===== src/rtl/revo_config.svh =====
`ifndef REVO_CONFIG_SVH
`define REVO_CONFIG_SVH

// --------------------------------------------------
// Widths
// --------------------------------------------------
// Samples per clock127 cycle
`define REVO_WORD_WIDTH 4
`define PHASE_SEL_WIDTH 2
// Bits sent per cycle on the forwarded link
`define SYMBOL_WIDTH 2

// --------------------------------------------------
// Lock patterns, one per clock phase
// --------------------------------------------------
`define LOCK_PAT_PHASE0 4'b1110
`define LOCK_PAT_PHASE1 4'b1100
`define LOCK_PAT_PHASE2 4'b1000
`define LOCK_PAT_PHASE3 4'b1111

// Forwarded-clock symbols
`define SYMBOL_IDLE_CLOCK 2'b01
`define SYMBOL_TRIGGER 2'b11
`define SYMBOL_RESET 2'b00

`endif


===== src/rtl/revo_pkg.sv =====
`default_nettype none

`include "revo_config.svh"

package revo_pkg;

	// --------------------------------------------------
	// Sampled marker words
	// --------------------------------------------------

	// One deserialized sample word, bit 3 is the earliest sample
	typedef logic [`REVO_WORD_WIDTH-1:0] revo_word_t;

	// --------------------------------------------------
	// Phase alignment
	// --------------------------------------------------

	// Index of the clock phase the marker lined up with
	typedef logic [`PHASE_SEL_WIDTH-1:0] phase_sel_t;

endpackage

`default_nettype wire


===== src/rtl/link_pkg.sv =====
`default_nettype none

`include "revo_config.svh"

package link_pkg;

	// --------------------------------------------------
	// Forwarded link
	// --------------------------------------------------

	// Two half-cycle bits per clock127 cycle, bit 0 goes out first
	typedef logic [`SYMBOL_WIDTH-1:0] link_symbol_t;

	// --------------------------------------------------
	// Lock sequencing
	// --------------------------------------------------

	// Searching for the first marker, settling one cycle, then running
	typedef enum logic [1:0] {
		LOCK_SEARCHING = 2'd0,
		LOCK_SETTLING  = 2'd1,
		LOCK_RUNNING   = 2'd2
	} lock_state_t;

endpackage

`default_nettype wire


===== src/rtl/revo_edge_detect.sv =====
`timescale 1ns/1ns
`default_nettype none

module revo_edge_detect (
	input  wire logic               clock127,
	input  wire logic               pll_127_127_locked,
	input  wire revo_pkg::revo_word_t revo_word,
	output revo_pkg::revo_word_t    revo_pulse
);

	// Word seen on the previous edge
	revo_pkg::revo_word_t prev_word;

	// --------------------------------------------------
	// Per-bit rising edges
	// --------------------------------------------------
	always_ff @(posedge clock127 or negedge pll_127_127_locked) begin
		if (!pll_127_127_locked) begin
			prev_word  <= '0;
			revo_pulse <= '0;
		end else begin
			prev_word  <= revo_word;
			// A sample bit that just went from 0 to 1
			revo_pulse <= revo_word & ~prev_word;
		end
	end

	// --------------------------------------------------
	// Checks
	// --------------------------------------------------

	// Any pulse bit must trace back to a word two edges ago with that bit low
	property p_pulse_follows_low;
		@(posedge clock127) disable iff (!pll_127_127_locked)
		($past(pll_127_127_locked, 2) && (|revo_pulse))
			|-> ((revo_pulse & $past(revo_word, 2)) == '0);
	endproperty

	a_pulse_follows_low: assert property (p_pulse_follows_low)
		else $error("revo_pulse bit set without a preceding low sample");

endmodule

`default_nettype wire


===== src/rtl/revo_phase_lock.sv =====
`timescale 1ns/1ns
`default_nettype none

`include "revo_config.svh"

module revo_phase_lock (
	input  wire logic                 clock127,
	input  wire logic                 pll_127_127_locked,
	input  wire revo_pkg::revo_word_t revo_pulse,
	output logic                      phase_locked,
	output revo_pkg::phase_sel_t      phase_select,
	output revo_pkg::revo_word_t      lock_pattern,
	output logic                      encoder_enable
);

	link_pkg::lock_state_t state;

	// Decoded view of the current pulse word
	logic                 pattern_match;
	revo_pkg::phase_sel_t pattern_select;

	// --------------------------------------------------
	// Pattern table
	// --------------------------------------------------
	// Where the marker edge fell inside the word tells us the phase.
	// Anything else, including an empty word, is not a usable marker
	always_comb begin
		pattern_match  = 1'b1;
		pattern_select = revo_pkg::phase_sel_t'(0);
		case (revo_pulse)
			`LOCK_PAT_PHASE0: begin
				pattern_select = revo_pkg::phase_sel_t'(0);
			end
			`LOCK_PAT_PHASE1: begin
				pattern_select = revo_pkg::phase_sel_t'(1);
			end
			`LOCK_PAT_PHASE2: begin
				pattern_select = revo_pkg::phase_sel_t'(2);
			end
			`LOCK_PAT_PHASE3: begin
				pattern_select = revo_pkg::phase_sel_t'(3);
			end
			default: begin
				pattern_match = 1'b0;
			end
		endcase
	end

	// --------------------------------------------------
	// Lock FSM
	// --------------------------------------------------
	always_ff @(posedge clock127 or negedge pll_127_127_locked) begin
		if (!pll_127_127_locked) begin
			state        <= link_pkg::LOCK_SEARCHING;
			phase_select <= revo_pkg::phase_sel_t'(0);
			lock_pattern <= '0;
		end else begin
			case (state)
				link_pkg::LOCK_SEARCHING: begin
					// First match wins, later ones are ignored until reset
					if (pattern_match) begin
						state        <= link_pkg::LOCK_SETTLING;
						phase_select <= pattern_select;
						lock_pattern <= revo_pulse;
					end
				end
				link_pkg::LOCK_SETTLING: begin
					// One quiet cycle so the locking pulse never reaches the encoder
					state <= link_pkg::LOCK_RUNNING;
				end
				link_pkg::LOCK_RUNNING: begin
					state <= link_pkg::LOCK_RUNNING;
				end
				default: begin
					state <= link_pkg::LOCK_SEARCHING;
				end
			endcase
		end
	end

	// Status decoded straight from the state register
	assign phase_locked   = (state != link_pkg::LOCK_SEARCHING);
	assign encoder_enable = (state == link_pkg::LOCK_RUNNING);

	// --------------------------------------------------
	// Checks
	// --------------------------------------------------

	// Once locked, the phase choice holds until the next reset
	property p_select_held;
		@(posedge clock127) disable iff (!pll_127_127_locked)
		phase_locked |=> (phase_locked && $stable(phase_select) && $stable(lock_pattern));
	endproperty

	a_select_held: assert property (p_select_held)
		else $error("phase_select or lock_pattern moved while locked");

endmodule

`default_nettype wire


===== src/rtl/trigger_encoder.sv =====
`timescale 1ns/1ns
`default_nettype none

`include "revo_config.svh"

module trigger_encoder (
	input  wire logic                 clock127,
	input  wire logic                 pll_127_127_locked,
	input  wire logic                 encoder_enable,
	input  wire revo_pkg::revo_word_t revo_pulse,
	output logic                      trg,
	output link_pkg::link_symbol_t    link_symbol
);

	// Any marker edge in the word, held as long as edges keep coming
	logic long_trg;
	// long_trg one cycle later, for edge detection
	logic long_trg_d;
	// Single-cycle version of long_trg
	logic short_trg;

	// --------------------------------------------------
	// Trigger shaping
	// --------------------------------------------------
	always_ff @(posedge clock127 or negedge pll_127_127_locked) begin
		if (!pll_127_127_locked) begin
			long_trg   <= 1'b0;
			long_trg_d <= 1'b0;
			short_trg  <= 1'b0;
			trg        <= 1'b0;
		end else if (!encoder_enable) begin
			// Held clear until the phase lock has settled
			long_trg   <= 1'b0;
			long_trg_d <= 1'b0;
			short_trg  <= 1'b0;
			trg        <= 1'b0;
		end else begin
			long_trg   <= |revo_pulse;
			long_trg_d <= long_trg;
			short_trg  <= long_trg & ~long_trg_d;
			trg        <= short_trg;
		end
	end

	// --------------------------------------------------
	// Forwarded-clock symbol
	// --------------------------------------------------
	// Normally the link toggles like a clock, a trigger holds it high
	// for the whole cycle, and it stays flat while disabled
	always_comb begin
		if (!encoder_enable) begin
			link_symbol = `SYMBOL_RESET;
		end else if (trg) begin
			link_symbol = `SYMBOL_TRIGGER;
		end else begin
			link_symbol = `SYMBOL_IDLE_CLOCK;
		end
	end

	// --------------------------------------------------
	// Checks
	// --------------------------------------------------

	// A marker, however long, is sent as a single trigger cycle
	property p_trg_single;
		@(posedge clock127) disable iff (!pll_127_127_locked)
		trg |=> !trg;
	endproperty

	a_trg_single: assert property (p_trg_single)
		else $error("trg high on two consecutive cycles");

	// No trigger leaves before the lock FSM reaches the running state
	property p_trg_needs_enable;
		@(posedge clock127) disable iff (!pll_127_127_locked)
		!encoder_enable |-> !trg;
	endproperty

	a_trg_needs_enable: assert property (p_trg_needs_enable)
		else $error("trg high while encoder_enable is low");

endmodule

`default_nettype wire


===== src/rtl/revo_encoder_top.sv =====
`timescale 1ns/1ns
`default_nettype none

module revo_encoder_top (
	input  wire logic                 clock127,
	input  wire logic                 pll_127_127_locked,
	input  wire revo_pkg::revo_word_t revo_word,
	output logic                      trg,
	output link_pkg::link_symbol_t    link_symbol,
	output logic                      phase_locked,
	output revo_pkg::phase_sel_t      phase_select,
	output revo_pkg::revo_word_t      lock_pattern
);

	// Edge pulses shared by the lock and the encoder
	revo_pkg::revo_word_t revo_pulse;
	logic                 encoder_enable;

	// --------------------------------------------------
	// Stage 1, sample edges
	// --------------------------------------------------
	revo_edge_detect u_edge_detect (
		.clock127           (clock127),
		.pll_127_127_locked (pll_127_127_locked),
		.revo_word          (revo_word),
		.revo_pulse         (revo_pulse)
	);

	// --------------------------------------------------
	// Stage 2, phase capture
	// --------------------------------------------------
	revo_phase_lock u_phase_lock (
		.clock127           (clock127),
		.pll_127_127_locked (pll_127_127_locked),
		.revo_pulse         (revo_pulse),
		.phase_locked       (phase_locked),
		.phase_select       (phase_select),
		.lock_pattern       (lock_pattern),
		.encoder_enable     (encoder_enable)
	);

	// --------------------------------------------------
	// Stage 3, trigger onto the link
	// --------------------------------------------------
	trigger_encoder u_trigger_encoder (
		.clock127           (clock127),
		.pll_127_127_locked (pll_127_127_locked),
		.encoder_enable     (encoder_enable),
		.revo_pulse         (revo_pulse),
		.trg                (trg),
		.link_symbol        (link_symbol)
	);

endmodule

`default_nettype wire


===== config.mk =====
export PLATFORM = sky130hd
export DESIGN_NAME = revo_encoder_top
export DESIGN_NICKNAME = d
export VERILOG_FILES = /design/src/rtl/revo_pkg.sv /design/src/rtl/link_pkg.sv /design/src/rtl/revo_edge_detect.sv /design/src/rtl/revo_phase_lock.sv /design/src/rtl/trigger_encoder.sv /design/src/rtl/revo_encoder_top.sv
export VERILOG_INCLUDE_DIRS = /design/src /design/src/rtl
export SDC_FILE = /design/constraint.sdc
export NUM_CORES = 1
export LEC_CHECK = 0
export ABC_AREA = 0
export CAP_MARGIN = 5
export CORE_MARGIN = 2
export CORE_UTILIZATION = 52
export DETAILED_ROUTE_END_ITERATION = 8
export DONT_BUFFER_PORTS = 1
export PLACE_DENSITY = 0.75
export SLEW_MARGIN = 20
export SYNTH_ARGS = -nofsm -noshare
export SYNTH_HDL_FRONTEND = slang
export SYNTH_SLANG_ARGS = --single-unit
export TNS_END_PERCENT = 10

===== constraint.sdc =====
create_clock -name clock127 -period 1.5 [get_ports clock127]
set_clock_uncertainty 0.1 [all_clocks]
set_input_delay 0.225 -clock clock127 [delete_from_list [all_inputs] [get_ports clock127]]
set_output_delay 0.225 -clock clock127 [all_outputs]
set_load 0.1 [all_outputs]

Word level (Yosys, flattened, before mapping)
Index checks and enable logic that the tools add are counted.
Word-level totals
  register bits after elaboration: 20
  input port bits: 6
  output and inout port bits: 10
  word-level logic and storage cells: 36
Operators by class
  equality and inequality tests: 7
  multiplexer cells: 10
  bitwise gates (word level): 4
  reduce and logical (&&, ||, !) cells: 6
Operators with widths (count)
  4-bit == test, second input constant: 4
  4-bit OR reduction: 2
  2-bit 2-to-1 mux: 3
  2-bit case mux with 3 select lines: 1
  1-bit 2-to-1 mux: 5
  4-bit AND: 1
  4-bit inverter: 1
  2-bit case mux with 2 select lines: 1
  2-bit by 1-bit == test with 1-bit output, second input constant: 1
  2-bit == test, second input constant: 1
  2-bit zero test: 1
  2-bit by 1-bit != test with 1-bit output, second input constant: 1
  2-bit AND reduction: 1
  2-bit nonzero test: 1
  2-bit OR reduction: 1
  1-bit AND: 1
  1-bit inverter: 1

Logic depth before layout (Yosys ltp)
  depth in word-level cells: 5
  depth in mapped cells: 5
  mapped depth without buffers: 5

Modules after synthesis
Synthesis repeated with hierarchy kept, for this count alone.
Second synthesis, totals
  cells, all modules: 55
  area, all modules: 815.8 um^2
Modules (own cells, without submodules)
  revo_phase_lock: instances 1, cells each 33, area each 414.1 um^2, seq. area each 200.2 um^2
  revo_edge_detect: instances 1, cells each 12, area each 255.2 um^2, seq. area each 200.2 um^2
  trigger_encoder: instances 1, cells each 10, area each 146.4 um^2, seq. area each 100.1 um^2

Worst setup path after synthesis
No wires, ideal clock.
  kind: reg-to-output
  from: reg u_trigger_encoder.trg
  to: out link_symbol[1]
  arrival time: 1.762 ns
  required time: 1.175 ns
  slack: -0.587 ns
  stages on the path, launching flop included: 2
  path buffers: 0
  path through: dfrtp_1 and2_1
On the way
  word-level cells in the longest chain between the ends: 2
RTL lines
  from (decl): line trigger_encoder.sv:11  | output logic trg,
  from (signal assigned): line trigger_encoder.sv:41  | trg <= short_trg;
  2-bit 2-to-1 mux: line trigger_encoder.sv:53  | end else if (trg) begin
  2-bit 2-to-1 mux: line trigger_encoder.sv:51  | if (!encoder_enable) begin
  to (decl): line revo_encoder_top.sv:9  | output link_pkg::link_symbol_t link_symbol,
No other way between the ends.

Worst setup path in the final report
  from: reg u_phase_lock.state[1]
  to: out phase_locked
On the way
  word-level cells in the longest chain between the ends: 1
RTL lines
  from (decl): line revo_phase_lock.sv:16  | link_pkg::lock_state_t state;
  from (signal assigned): line revo_phase_lock.sv:54  | state <= link_pkg::LOCK_SEARCHING;
  from (signal assigned): line revo_phase_lock.sv:62  | state <= link_pkg::LOCK_SETTLING;
  from (signal assigned): line revo_phase_lock.sv:69  | state <= link_pkg::LOCK_RUNNING;
  2-bit nonzero test: line revo_phase_lock.sv:82  | assign phase_locked = (state != link_pkg::LOCK_SEARCHING);
  to (decl): line revo_encoder_top.sv:10  | output logic phase_locked,
No other way between the ends.

==> flow_summary.ini <==
[placement]
numPortBuffers = 0
place_hpwl_um = 950.2
gp_congestion = 0.7779

[sta]
setup_violations = 7
finalHoldViolCount = 0
grt_setup_unrepaired = yes
fmax_mhz = 601.3
slew_violations = 0
fin_tns_setup_ns = -0.6433
worst_pin_slew_ns = 0.8493
min_period_ns = 1.663
fin_crit_sh_pct = 110.9
maxSlewHeadroom_pct = 43.19
fin_ws_ns = -0.1630

[cts]
clk_pin_slew_worst_paths_ns = 0.10
clock_path_buffers = 2
h-tree-depth = 1
clock_sinks = 20
clk_latency_ns = 0.29
cts-root-buf = clkbuf_4
numCtsBuffers = 3
cts_tree = yes

[finish]
fin_util_pct = 76.11
fillers = 89
final_nets = 89
syn2layout_area_growth_pct = 41.84
antenna_cells = 0
final_layout_size_suffix_gt1_share_pct = 44.87

[critical_path]
cp.required_ns = 1.17
cp-end-kind = output pin
r2r-start = u_phase_lock.state[1]
arrival_ns = 1.34
crit_path_start = u_phase_lock.state[1]
cp-start-kind = flop
crit_fanout = 3
path_class = reg2out

[routing]
vias_per_cell = 5.138
drc = 0
num_vias = 483
post_drt_wl_per_cell_um = 14.22
drt_wl_total_mm = 1.337
ant_nets = 0
drt_iter0_markers = 2
firstDrtPassIters = 3

[synthesis]
ys_warn_count = 0
syn_nets = 65
synth_top_family_by_area = simple AND/OR/NAND/NOR gates
netlist_instances = 56
synth_seq_area_share_pct = 63.39
synth_xor_area_share_pct = 0
synthAdderAreaFrac_pct = 4.754
netlist_area_um2 = 789.5
synth_seq_cells = 20
synth-simple-area-share_pct = 13.31
synth_cell_types = 20
synth_mux_area_share_pct = 8.558
synth-compound-area-share_pct = 7.607
syn_avg_cell_area_um2 = 14.10

[floorplanning]
die_area_um2 = 1846
floorplan.core_area_um2 = 1471
chipHeight_um = 42.97
die_w_um = 42.97
initial_core_util_pct = 53.66
io_pins = 16
rows = 14

[grt]
grt_pass1_vias = 501
grt_max_degree = 21
overflow = 0
grt_pass1_wl_mm = 2.256
antenna_found_initial = 0
grt.total_usage_pct = 16.79

[worst_hold_path]
hold_path.class = reg2reg
hp-start = u_trigger_encoder.long_trg_d

[run_status]
violations = setup timing
status = finished, violations left

[flow_run]
maxCapViolations = 0
sequential cells by signal (all words and copies together) (netlist names):
name	count
u_trigger_encoder.short_trg	1
u_edge_detect.prev_word	4
u_trigger_encoder.trg	1
u_trigger_encoder.long_trg	1
u_trigger_encoder.long_trg_d	1
u_phase_lock.phase_select	2
u_phase_lock.state	2
u_edge_detect.revo_pulse	4
u_phase_lock.lock_pattern	4
final timing paths:
| path | end | slack (ns) | cells after the start |
|---|---|---|---|
| worst max-delay path | phase_locked | -0.16 | 4 |
| worst max register to register | u_phase_lock.state[1] | -0.09 | 5 |
| worst min-delay path | u_trigger_encoder.short_trg | 0.30 | 1 |
| max in group asynchronous | u_phase_lock.lock_pattern[1] | 0.40 | 1 |
| min in group asynchronous | u_phase_lock.state[1] | 0.38 | 1 |
| worst min register to register | u_trigger_encoder.short_trg | 0.30 | 1 |
routing by layer:
metal | wire length, um | GRT usage [%]
met1 | 608 | 23.16
met2 | 673 | 26.36
met3 | 40 | 2.553
met4 | 14 | 7.273
met5 | 0 | 0
area by class of cell:
class / instances / area (um2) / area share [%]
Sequential cell: 20 / 500.5 / 44.69
Multi-Input combinational cell: 32 / 324.1 / 28.94
Timing Repair Buffer: 20 / 237.7 / 21.23
Clock buffer: 3 / 22.52 / 2.011
Tap cell: 16 / 20.02 / 1.788
Inverter: 3 / 15.01 / 1.341
cell usage after synthesis:
| master | instances | area [um2] |
|---|---|---|
| dfrtp_1 | 20 | 500.5 |
| nor2b_1 | 6 | 37.54 |
| and2_1 | 3 | 18.77 |
| ha_1 | 3 | 37.54 |
| inv_1 | 3 | 11.26 |
| mux2_4 | 3 | 45.04 |
| mux2_2 | 2 | 22.52 |
| nand2_1 | 2 | 7.510 |
| nand2b_1 | 2 | 12.51 |
| o21ai_0 | 2 | 10.01 |
| a21oi_4 | 1 | 16.27 |
| a31oi_1 | 1 | 6.260 |
| and4_1 | 1 | 8.760 |
| buf_4 | 1 | 7.510 |
| nand3_1 | 1 | 5.000 |
| o211ai_1 | 1 | 7.510 |
| o22a_2 | 1 | 10.01 |
| o31a_2 | 1 | 10.01 |
| or2_1 | 1 | 6.260 |
| or2_4 | 1 | 8.760 |
cell families after synthesis:
family          count (synthesis)
flops                          20
simple gates                   17
compound gates                  7
mux                             5
buf+inv                         4
fa+ha+maj                       3
metrics by stage:
step                      worst slack (ns)  area (um2)  hold slack, ns  cells
after floorplan                    -0.4248       829.5         -0.1706     56
after global placement             0.04446       982.2         -0.1703     83
after detailed placement         -0.005502       982.2         -0.1704     83
after CTS                          -0.1405        1096          0.2972     92
after global routing               -0.2214        1120          0.3175     94
final                              -0.1630        1120          0.2964     94
layout by cell type (no fill, tap or decap), types with 2 or more instances in the layout:
| master | n |
|---|---|
| buf_4 | 9 |
| nand2_1 | 2 |
| mux2_4 | 5 |
| dlygate4sd3_1 | 5 |
| ha_4 | 2 |
| dfrtp_1 | 20 |
| and2_1 | 2 |
| nor2b_1 | 6 |
| clkbuf_4 | 3 |
| nand2b_1 | 2 |
| inv_2 | 2 |
| buf_12 | 6 |
timing repair:
action	CTS	global route
hold buffers	5	0
hold endpoints to repair	28	0
endpoints found under the setup margin	7	9
setup buffers	1	2
gates resized for setup	8	3
pin swaps	1	3
worst max-delay path: stages (launching register included):
cell and delay, ns:
dfrtp_1 0.44, inv_2 0.11, ha_4 0.16, clkinvlp_4 0.13
buf_12 0.19
Power is not shown: default switching activity piles up to over one toggle a cycle in this logic, so the estimate is an artifact.
